## src/source/credit_link_pkg.sv

```systemverilog
package credit_link_pkg;

  // ----------------------------------------------------------------------
  // Link dimensions
  // ----------------------------------------------------------------------

  // Peer sources sharing the link
  localparam int N_SRC = 2;

  // Source tag carried with every flit
  localparam int SRC_W = 1;

  // Flit payload
  localparam int FLIT_W = 8;

  // ----------------------------------------------------------------------
  // Buffer and credit sizing
  // ----------------------------------------------------------------------

  // Receive buffer entries, also the credit count after reset
  localparam int BUF_DEPTH = 4;

  // Credit counter and occupancy width, holds 0 up to BUF_DEPTH
  localparam int CNT_W = $clog2(BUF_DEPTH + 1);

  // Read and write pointer width inside the receive buffer
  localparam int PTR_W = $clog2(BUF_DEPTH);

  // ----------------------------------------------------------------------
  // Arbiter state
  // ----------------------------------------------------------------------

  // Source that wins when both request in the same cycle
  typedef enum logic [0:0] {
    PRIO_SRC0 = 1'b0,
    PRIO_SRC1 = 1'b1
  } prio_e;

endpackage : credit_link_pkg
```

## src/source/credit_link_top.sv

```systemverilog
`timescale 1ns/10ps

// Two peer sources sharing one credit-controlled link into a receive FIFO
module credit_link_top (
  input  logic                                                   clk,
  input  logic                                                   rst_n,
  // Source side
  input  logic [credit_link_pkg::N_SRC-1:0]                      src_valid,
  input  logic [credit_link_pkg::N_SRC-1:0][credit_link_pkg::FLIT_W-1:0] src_data,
  output logic [credit_link_pkg::N_SRC-1:0]                      src_ready,
  // Credits kept out of use
  input  logic [credit_link_pkg::CNT_W-1:0]                      withhold,
  // Consumer side
  output logic                                                   out_valid,
  output logic [credit_link_pkg::FLIT_W-1:0]                     out_data,
  output logic [credit_link_pkg::SRC_W-1:0]                      out_src,
  input  logic                                                   out_ready
);

  import credit_link_pkg::*;

  // ----------------------------------------------------------------------
  // Internal link and credit wires
  // ----------------------------------------------------------------------

  logic              link_valid;
  logic [FLIT_W-1:0] link_data;
  logic [SRC_W-1:0]  link_src;

  // Credit spent on every link transfer
  logic              credit_take;
  logic              credit_return;
  logic [CNT_W-1:0]  credit_available;

  assign credit_take = link_valid;

  // ----------------------------------------------------------------------
  // Arbiter
  // ----------------------------------------------------------------------

  link_arbiter link_arbiter_i (
    .clk              (clk),
    .rst_n            (rst_n),
    .src_valid        (src_valid),
    .src_data         (src_data),
    .src_ready        (src_ready),
    .credit_available (credit_available),
    .link_valid       (link_valid),
    .link_data        (link_data),
    .link_src         (link_src)
  );

  // ----------------------------------------------------------------------
  // Sender credit pool
  // ----------------------------------------------------------------------

  // Pool sized to the receive FIFO
  credit_counter #(
    .MaxValue (BUF_DEPTH)
  ) credit_counter_i (
    .clk        (clk),
    .rst_n      (rst_n),
    .incr_valid (credit_return),
    .decr_valid (credit_take),
    .withhold   (withhold),
    .value      (),
    .available  (credit_available)
  );

  // ----------------------------------------------------------------------
  // Receive FIFO
  // ----------------------------------------------------------------------

  rx_buffer rx_buffer_i (
    .clk           (clk),
    .rst_n         (rst_n),
    .link_valid    (link_valid),
    .link_data     (link_data),
    .link_src      (link_src),
    .out_valid     (out_valid),
    .out_data      (out_data),
    .out_src       (out_src),
    .out_ready     (out_ready),
    .credit_return (credit_return)
  );

endmodule : credit_link_top

```

## src/source/rx_buffer.sv

```systemverilog
`timescale 1ns/10ps

// Receive side FIFO
// Holds flits with their source tag until the consumer pops them
// Each pop sends one credit back to the sender
module rx_buffer (
  input  logic                               clk,
  input  logic                               rst_n,
  // Link from the arbiter
  input  logic                               link_valid,
  input  logic [credit_link_pkg::FLIT_W-1:0] link_data,
  input  logic [credit_link_pkg::SRC_W-1:0]  link_src,
  // Consumer side valid/ready
  output logic                               out_valid,
  output logic [credit_link_pkg::FLIT_W-1:0] out_data,
  output logic [credit_link_pkg::SRC_W-1:0]  out_src,
  input  logic                               out_ready,
  // One pulse per popped flit
  output logic                               credit_return
);

  import credit_link_pkg::*;

  // ----------------------------------------------------------------------
  // Storage
  // ----------------------------------------------------------------------

  // Payload entries
  logic [FLIT_W-1:0] data_mem [BUF_DEPTH];

  // Source tag entries
  logic [SRC_W-1:0]  src_mem  [BUF_DEPTH];

  logic [PTR_W-1:0]  wr_ptr;
  logic [PTR_W-1:0]  rd_ptr;

  // Entries currently held
  logic [CNT_W-1:0]  count;

  logic              push;
  logic              pop;

  // Never refused
  // The credit loop keeps the FIFO from filling past its depth
  assign push = link_valid;
  assign pop  = out_valid && out_ready;

  // Pointer advance with wrap at the last entry
  function automatic logic [PTR_W-1:0] ptr_inc(input logic [PTR_W-1:0] ptr);
    if (ptr == PTR_W'(BUF_DEPTH - 1)) begin
      return '0;
    end
    return ptr + PTR_W'(1);
  endfunction

  // Write port
  always_ff @(posedge clk) begin
    if (push) begin
      data_mem[wr_ptr] <= link_data;
      src_mem[wr_ptr]  <= link_src;
    end
  end

  // ----------------------------------------------------------------------
  // Pointers and occupancy
  // ----------------------------------------------------------------------

  always_ff @(posedge clk) begin
    if (!rst_n) begin
      wr_ptr <= '0;
      rd_ptr <= '0;
      count  <= '0;
    end else begin
      if (push) begin
        wr_ptr <= ptr_inc(wr_ptr);
      end
      if (pop) begin
        rd_ptr <= ptr_inc(rd_ptr);
      end
      // Simultaneous push and pop leave the count alone
      if (push && !pop) begin
        count <= count + CNT_W'(1);
      end else if (pop && !push) begin
        count <= count - CNT_W'(1);
      end
    end
  end

  // ----------------------------------------------------------------------
  // Output
  // ----------------------------------------------------------------------

  // Head entry shows up the cycle after it is written
  assign out_valid = (count != '0);
  assign out_data  = data_mem[rd_ptr];
  assign out_src   = src_mem[rd_ptr];

  // Credit goes back one cycle after the pop
  always_ff @(posedge clk) begin
    if (!rst_n) begin
      credit_return <= 1'b0;
    end else begin
      credit_return <= pop;
    end
  end

endmodule : rx_buffer

```

## src/source/link_arbiter.sv

```systemverilog
`timescale 1ns/10ps

// Round-robin owner of the shared link
// Grants at most one source per cycle and only while credit remains
module link_arbiter (
  input  logic                                                   clk,
  input  logic                                                   rst_n,
  // Source side valid/ready
  input  logic [credit_link_pkg::N_SRC-1:0]                      src_valid,
  input  logic [credit_link_pkg::N_SRC-1:0][credit_link_pkg::FLIT_W-1:0] src_data,
  output logic [credit_link_pkg::N_SRC-1:0]                      src_ready,
  // Credit left in the sender pool
  input  logic [credit_link_pkg::CNT_W-1:0]                      credit_available,
  // Link toward the receive buffer
  output logic                                                   link_valid,
  output logic [credit_link_pkg::FLIT_W-1:0]                     link_data,
  output logic [credit_link_pkg::SRC_W-1:0]                      link_src
);

  import credit_link_pkg::*;

  // ----------------------------------------------------------------------
  // Priority state
  // ----------------------------------------------------------------------

  prio_e prio;

  // Index of the favoured source and of the other one
  logic [SRC_W-1:0] prio_idx;
  logic [SRC_W-1:0] other_idx;

  assign prio_idx  = SRC_W'(prio);
  assign other_idx = ~prio_idx;

  // ----------------------------------------------------------------------
  // Grant
  // ----------------------------------------------------------------------

  logic             has_credit;
  logic             any_req;
  logic [SRC_W-1:0] grant_idx;
  logic             grant;

  // One credit buys one flit
  assign has_credit = (credit_available != '0);

  assign any_req = src_valid[prio_idx] || src_valid[other_idx];

  // Favoured source first, the other only if the favoured one is idle
  assign grant_idx = src_valid[prio_idx] ? prio_idx : other_idx;

  // Grant needs both a request and a credit
  assign grant = has_credit && any_req;

  // One-hot ready back to the sources
  always_comb begin
    src_ready = '0;
    if (grant) begin
      src_ready[grant_idx] = 1'b1;
    end
  end

  // ----------------------------------------------------------------------
  // Link drive
  // ----------------------------------------------------------------------

  // Valid only on a grant
  // Data and tag follow the selected source in every cycle
  assign link_valid = grant;
  assign link_src   = grant_idx;
  assign link_data  = src_data[grant_idx];

  // ----------------------------------------------------------------------
  // Priority update
  // ----------------------------------------------------------------------

  // Priority passes to the source that lost, so steady requesters alternate
  always_ff @(posedge clk) begin
    if (!rst_n) begin
      prio <= PRIO_SRC0;
    end else if (grant) begin
      if (grant_idx == SRC_W'(PRIO_SRC0)) begin
        prio <= PRIO_SRC1;
      end else begin
        prio <= PRIO_SRC0;
      end
    end
  end

endmodule : link_arbiter

```

## src/source/credit_counter.sv

```systemverilog
`timescale 1ns/10ps

// Sender-side credit pool
// One credit per flit sent, one credit back per buffer pop
module credit_counter #(
  // Size of the credit pool, the count never rises above it
  parameter int MaxValue = credit_link_pkg::BUF_DEPTH
) (
  input  logic                            clk,
  input  logic                            rst_n,
  // Credit coming back from the receiver
  input  logic                            incr_valid,
  // Credit spent on a flit
  input  logic                            decr_valid,
  // Credits held out of circulation
  input  logic [credit_link_pkg::CNT_W-1:0] withhold,
  // Registered credit count
  output logic [credit_link_pkg::CNT_W-1:0] value,
  // Credits the sender may use this cycle
  output logic [credit_link_pkg::CNT_W-1:0] available
);

  import credit_link_pkg::*;

  // ----------------------------------------------------------------------
  // Next count
  // ----------------------------------------------------------------------

  logic             incr_ok;
  logic [CNT_W-1:0] value_plus;
  logic [CNT_W-1:0] value_next;

  // Pool ceiling
  // A return is dropped only if the pool is already full and no credit
  // leaves in the same cycle
  assign incr_ok = incr_valid && ((value < CNT_W'(MaxValue)) || decr_valid);

  // Increment and decrement may both fire
  // The count then moves by their difference, zero here
  assign value_plus = incr_ok ? value + CNT_W'(1) : value;
  assign value_next = decr_valid ? value_plus - CNT_W'(1) : value_plus;

  // ----------------------------------------------------------------------
  // Credit register
  // ----------------------------------------------------------------------

  // Starts full since the buffer is empty after reset
  always_ff @(posedge clk) begin
    if (!rst_n) begin
      value <= CNT_W'(BUF_DEPTH);
    end else if (incr_ok || decr_valid) begin
      value <= value_next;
    end
  end

  // ----------------------------------------------------------------------
  // Withhold
  // ----------------------------------------------------------------------

  // Taken from the registered count
  // The decrement comes from the grant, which itself reads this output
  // Clipped at zero once withhold reaches the count
  always_comb begin
    if (value > withhold) begin
      available = value - withhold;
    end else begin
      available = '0;
    end
  end

endmodule : credit_counter

```

## config.mk

```make
export PLATFORM = sky130hd
export DESIGN_NAME = credit_link_top
export DESIGN_NICKNAME = d
export VERILOG_FILES = /design/src/source/credit_link_pkg.sv /design/src/source/credit_link_top.sv /design/src/source/rx_buffer.sv /design/src/source/link_arbiter.sv /design/src/source/credit_counter.sv
export SDC_FILE = /design/constraint.sdc
export NUM_CORES = 1
export LEC_CHECK = 0
export BUFFER_PORTS_ARGS = -buffer_cell sky130_fd_sc_hd__buf_4
export CORE_MARGIN = 3
export CORE_UTILIZATION = 45
export DETAILED_ROUTE_END_ITERATION = 16
export PLACE_DENSITY = 0.66
export SYNTH_ARGS = -nofsm -noshare
export SYNTH_HDL_FRONTEND = slang
export SYNTH_HIERARCHICAL = 1
export SYNTH_SLANG_ARGS = --single-unit
```

## constraint.sdc

```tcl
create_clock -name clk -period 7.6 [get_ports clk]
set_input_delay 1.14 -clock clk [delete_from_list [all_inputs] [get_ports clk]]
set_output_delay 1.14 -clock clk [all_outputs]
set_load 0.01 [all_outputs]
```

==> qor.csv, run 1 <==
metric;value;unit
status;finished, final reports clean;
RSZ-0062 raised after global routing;no;
Worst Clk Skew;0.00616;ns
Starting Density;0.480;
fin. max-slew vios;0;
Synth Area in Adders;0.0764;
DR iter-0 viols;55;
CTS root buf;clkbuf_8;
initial antenna violation count;0;
Worst-Skew Late Latency;0.30;ns
worst reg2reg path endpoint;rx_buffer_i/count[2]$_SDFFE_PN0P_;
clk buf depth;2;
max_slew headroom;0.586;
Reg2Reg Setup Slack;4.11;ns
largest family of logic cells by synthesized area;multiplexers;
post-synthesis xor/xnor area fraction;0.0188;
total CTS buffers;5;
largest net degree at the start of global routing;17;
I/O pin count;36;
Rows;25;
Hold Path Origin;rx_buffer_i/count[2]$_SDFFE_PN0P_;
vias in the first global route;1449;
LEAKAGE;1.06;nW
post-layout minimum cycle time;4.41;ns
Post-synth EDFFs;36;
number of max-cap violations;0;
Tcrit/Tclk final;0.580;
P&R area growth vs syn;17.6;%
Finished Layout Cells;263;
Routed Antenna Nets;0;
RR Startpoint;credit_counter_i/value[0]$_SDFFE_PN0P_;
Post-DP HPWL;2920;um
Routability Congestion;0.722;
placed cell count;255;
die height;77.9;um
Via density;5.24;
post-layout util;0.564;
Yosys reg bits;50;
power density cells;356;nW/um2
compound-gate portion of the synthesized area;0.0576;
Main synth FF type;edfxtp_1;
# nets final;232;
via count;1377;
crit-path max FO;16;
Hold WC Path Type;reg2reg;
layout cell share with drive strength beyond 1;0.321;
Tot Pwr;0.000974;W
Setup-failing EPs final;0;
setup bufs post-CTS;0;
YS warnings;6;
CTS tree;done;
fillers;396;
Mean Syn Cell Area;14.9;um2
DIE AREA;6070;um2
crit path DAT;3.27;ns
total global-route track usage;0.143;
Die W;77.9;um
cts repair resizes;0;
depth of the CTS H-tree;2;
Async SR Flop Fraction;0;
drt total wl;4110;um
DRC viols;0;
Fmax;227;MHz
GRT overflow;0;
Antenna diodes;0;
clk sinks;50;
Fin Setup TNS;0;ns
Synth Area in Simple Gates;0.0807;
Netlist cell types;37;
Buffers on Ports;35;
Worst Hold Depth;2;
first-pass GRT wire length;6660;um
Critical Path Sink Type;output pin;
mux cell area share after synthesis;0.153;
mapped cell area;2330;um2
routed len/inst;15.6;um
CP Launch Type;input pin;
crit path kind;in2out;
Initial DRT Pass Iterations;4;
Worst-Margin Slew;0.620;ns
Syn Nets;193;
Worst R2R Path Depth;13;
Core Area;4850;um2
worst vdd ir;0.000140;V
post-synthesis sequential area ratio;0.585;
Hold Path End;rx_buffer_i/count[2]$_SDFFE_PN0P_;
Cells after Synth;156;
Worst-path clk slew;0.08;ns
Worst Path Required;6.46;ns
hold buffers post-CTS;0;
Hold Fails Final Rpt;0;
-- state kept, by name (all words and copies together), names as in the netlist, named ones only --
name / cells
credit_counter_i/value: 3
link_arbiter_i/prio: 1
rx_buffer_i/count: 3
rx_buffer_i/credit_return: 1
rx_buffer_i/data_mem: 32
rx_buffer_i/rd_ptr: 2
rx_buffer_i/src_mem: 4
rx_buffer_i/wr_ptr: 2
-- logic make-up after synthesis --
family	after synthesis
fa+ha+maj	13
xor+xnor	5
simple gates	32
flops	50
mux	22
buf+inv	15
compound gates	19
-- per-stage QoR --
step | cell area [um2] | setup WS (ns) | hold WS, ns
after floorplan | 2330 | 3.66 | 0.470
after global placement | 2650 | 3.35 | 0.483
after detailed placement | 2650 | 3.20 | 0.523
after CTS | 2740 | 3.21 | 0.544
after global routing | 2740 | 3.08 | 0.576
final | 2740 | 3.19 | 0.538
-- worst max path at each step --
| stage | start | slack [ns] | end |
|---|---|---|---|
| 2_1_floorplan | withhold[1] | 3.66 | src_ready[0] |
| 3_3_place_gp | withhold[1] | 3.35 | src_ready[0] |
| 3_5_place_dp | withhold[1] | 3.20 | src_ready[0] |
| 4_1_cts | withhold[1] | 3.21 | src_ready[0] |
| 5_1_grt | withhold[1] | 3.08 | src_ready[0] |
| 6_report | withhold[1] | 3.19 | src_ready[0] |
-- synthesized netlist by cell type, types with 2 or more instances --
master,instances,share of area
mux2_2,8,0.039
xor2_1,2,0.0075
a211oi_1,3,0.0097
fa_1,2,0.017
mux4_2,9,0.087
xnor2_1,3,0.011
nor2_1,3,0.0048
clkbuf_2,2,0.0043
or3_1,3,0.0081
nor2b_1,5,0.013
and2_1,6,0.016
inv_1,12,0.019
dfxtp_1,14,0.12
and3_1,2,0.0054
edfxtp_1,36,0.46
o21ai_0,5,0.011
a21oi_1,3,0.0065
mux2i_1,4,0.017
nand2_1,5,0.0081
nand3_1,2,0.0043
ha_1,11,0.059
-- critical path: stages --
cell,delay (ns)
buf_4,0.09
inv_1,0.04
ha_1,0.28
nor2b_1,0.13
o21ai_0,0.29
a211oi_1,0.13
or3_1,0.44
o21a_1,0.33
and2_2,0.27
buf_4,0.14
-- area by class of cell --
cell class / instances / area [um2] / area share
timing repair buffer: 35 / 263 / 0.0960
inverter: 12 / 45.0 / 0.0165
clock inverter: 3 / 16.3 / 0.00594
multi-input combinational: 91 / 898 / 0.328
tap: 67 / 83.8 / 0.0306
sequential: 50 / 1360 / 0.497
clock buffer: 5 / 68.8 / 0.0251
-- layer usage --
layer / global-route usage / share of wire / wire [um]
met1: 0.156 / 0.41 / 1690
met2: 0.265 / 0.53 / 2190
met3: 0.0429 / 0.046 / 188
met4: 0.0455 / 0.010 / 43
met5: 0 / 0 / 0
-- power by group --
group / switching [W] / internal [W] / leakage [nW] / total (W)
logic: 0.000192 / 0.000204 / 0.570 / 0.000396
registers: 0.0000484 / 0.000383 / 0.445 / 0.000431
clock network: 0.0000840 / 0.0000631 / 0.0416 / 0.000147
total: 0.000325 / 0.000650 / 1.06 / 0.000974
-- cells in the final DEF, fill, tap and decap left out, types with 4 or more instances in the layout --
cell	count
inv_1	12
o21ai_0	5
dfxtp_1	14
mux2_2	8
edfxtp_1	36
clkbuf_8	5
and2_1	6
ha_1	11
buf_4	35
mux4_2	9
nor2b_1	5
nand2_1	5
mux2i_1	4
Note: power is estimated with default switching activity, not from simulation.
==> run 2: changes to the inputs <==
PLACE_DENSITY = 0.68   (was 0.66)
clock period = 3.8 ns   (was 7.6 ns; I/O delays follow)
==> run 2 against run 1 <==
Net effect: design area up 1.3%; routed wire length down 0.63%; flip-flop and latch count unchanged; sequential share of layout area down 0.63 points; clock skew up 0.0025 ns; sequential power up 100%; first-iteration DRC count up 58%; core utilization up 0.72 points; largest power group unchanged.
==> qor.csv, run 2 (synthesis gave the netlist of run 1 again) <==
metric;value;unit;change
status;finished, final reports clean;;unchanged
cts repair resizes;0;;unchanged
crit-path max FO;10;;was 16
Met3 Wirelength;215;um;was 188 um
CP Launch Type;flop;;was input pin
Rows;25;;unchanged
number of max-cap violations;0;;unchanged
Worst-Skew Late Latency;0.30;ns;about the same
Setup-failing EPs final;0;;unchanged
met2 wire length;2270;um;was 2190 um
sequential fraction of design power;0.424;;was 0.443
Via density;5.30;;was 5.24
fin. max-slew vios;0;;unchanged
DIE AREA;6070;um2;unchanged
first-pass GRT wire length;6850;um;was 6660 um
worst vdd ir;0.000305;V;was 0.000140 V
via count;1399;;was 1377
clk sinks;50;;unchanged
Post-DP HPWL;2940;um;was 2920 um
Core Area;4850;um2;unchanged
layout cell share with drive strength beyond 1;0.330;;was 0.321
Sw Share;0.322;;was 0.333
Worst Setup SP;credit_counter_i/value[0]$_SDFFE_PN0P_;;was withhold[1]
PnR worst setup slack;0.533;ns;was 3.19 ns
largest registers;rx_buffer_i/data_mem: 32 flops, rx_buffer_i/src_mem: 4 flops;;unchanged
Hold WC Path Type;in2reg;;was reg2reg
Routed Antenna Nets;0;;unchanged
Hold Fails Final Rpt;0;;unchanged
slowest stage delay, CP;0.38;ns;was 0.44 ns
Buffers on Ports;35;;unchanged
CP bufs+invs;3;;unchanged
CTS root buf;clkbuf_8;;unchanged
Die W;77.9;um;unchanged
fillers;395;;was 396
Comb power frac;0.393;;was 0.407
hold buffers post-CTS;0;;unchanged
total CTS buffers;5;;unchanged
clk buf depth;2;;unchanged
Hold Path Origin;src_valid[1];;was rx_buffer_i/count[2]$_SDFFE_PN0P_
drt total wl;4090;um;was 4110 um
routed len/inst;15.5;um;was 15.6 um
crit path kind;reg2out;;was in2out
CP most frequent cell;buf_4;;unchanged
DP Worst Slack;0.391;ns;was 3.20 ns
Routability Congestion;0.774;;was 0.722
vias in the first global route;1484;;was 1449
LEAKAGE;1.08;nW;was 1.06 nW
RSZ-0062 raised after global routing;no;;unchanged
Tcrit/Tclk final;0.860;;
DR iter-0 viols;87;;was 55
GRT overflow;0;;unchanged
Worst Path Required;3.23;ns;was 6.46 ns
post-layout util;0.572;;was 0.564
P&R area growth vs syn;19.2;%;was 17.6%
Fmax;306;MHz;
Critical Path Sink Type;output pin;;unchanged
M1 wire length;1530;um;was 1690 um
switching pwr;0.000655;W;was 0.000325 W
Tot Pwr;0.00203;W;was 0.000974 W
CP max stage cell;fa_1;;was or3_1
max_slew headroom;0.579;;was 0.586
# nets final;233;;was 232
uppermost routed layer;met4;;unchanged
Worst Clk Skew;0.00864;ns;was 0.00616 ns
clock network power share;0.183;;was 0.151
CP cell instances;inv_1 > ha_1 > fa_1 > xor2_1 > a211oi_1 > or3_1 > o21a_1 > buf_4 > and2_2 > buf_4;;was buf_4 > inv_1 > ha_1 > nor2b_1 > o21ai_0 > a211oi_1 > or3_1 > o21a_1 > and2_2 > buf_4
placed cell count;256;;was 255
Starting Density;0.480;;unchanged
I/O pin count;36;;unchanged
most frequent cells in the layout;buf_4, edfxtp_1, dfxtp_1;;was edfxtp_1, buf_4, dfxtp_1
Worst-Margin Slew;0.630;ns;was 0.620 ns
Worst-path clk slew;0.09;ns;was 0.08 ns
total global-route track usage;0.145;;was 0.143
initial antenna violation count;0;;unchanged
max FFs per register;32;;unchanged
power density cells;733;nW/um2;was 356 nW/um2
DRC viols;0;;unchanged
setup bufs post-CTS;0;;unchanged
RR Startpoint;credit_counter_i/value[0]$_SDFFE_PN0P_;;unchanged
largest net degree at the start of global routing;17;;unchanged
CTS tree;done;;unchanged
Initial DRT Pass Iterations;4;;unchanged
crit path DAT;2.70;ns;was 3.27 ns
die height;77.9;um;unchanged
Antenna diodes;0;;unchanged
post-layout minimum cycle time;3.27;ns;
CP delay by family, top;adder cells;;was simple AND/OR/NAND/NOR gates
Finished Layout Cells;264;;was 263
depth of the CTS H-tree;2;;unchanged
Top reg by flops;rx_buffer_i/data_mem;;unchanged
internal power;0.00138;W;was 0.000650 W
Fin Setup TNS;0;ns;unchanged
[run 2: metal layers]
metal / global-route usage / vias to the layer above
met5: 0 / -
met4: 0.0490 / 0
met3: 0.0487 / 8
met2: 0.265 / 29
met1: 0.155 / 697
li1: - / 665
[run 2: path summary, 6_finish.rpt]
check / slack (ns) / end / cells past startpoint
worst max-delay path: 0.53 / src_ready[0] / 10
worst min register to register: 0.55 / rx_buffer_i/count[2]$_SDFFE_PN0P_ / 2
worst max register to register: 0.58 / rx_buffer_i/count[2]$_SDFFE_PN0P_ / 13
worst min-delay path: 0.51 / link_arbiter_i/prio$_SDFFE_PN0P_ / 2
[run 2: layout make-up]
class / count / area (um2) / area share
inverters: 12 / 45.0 / 0.0163
clock inverters: 3 / 43.8 / 0.0158
multi-input cells: 91 / 898 / 0.324
repair buffers: 36 / 270 / 0.0975
well taps: 67 / 83.8 / 0.0302
clock buffers: 5 / 68.8 / 0.0248
flip-flops and latches: 50 / 1360 / 0.491
[run 2: metrics by stage]
| stage | hold slack (ns) | instance area (um2) |
|---|---|---|
| floorplan | 0.470 | 2330 |
| global placement | 0.485 | 2660 |
| detailed placement | 0.519 | 2660 |
| CTS | 0.499 | 2770 |
| global route | 0.497 | 2770 |
| finish | 0.508 | 2770 |
[run 2: power by group through the flow]
stage          Sequential [W]  Clock [W]  Combinational [W]
2_1_floorplan        0.000831          0           0.000571
3_3_place_gp         0.000865          0           0.000771
3_5_place_dp         0.000877          0           0.000810
4_1_cts              0.000864   0.000384           0.000815
5_1_grt              0.000885   0.000404           0.000890
6_report             0.000861   0.000372           0.000799
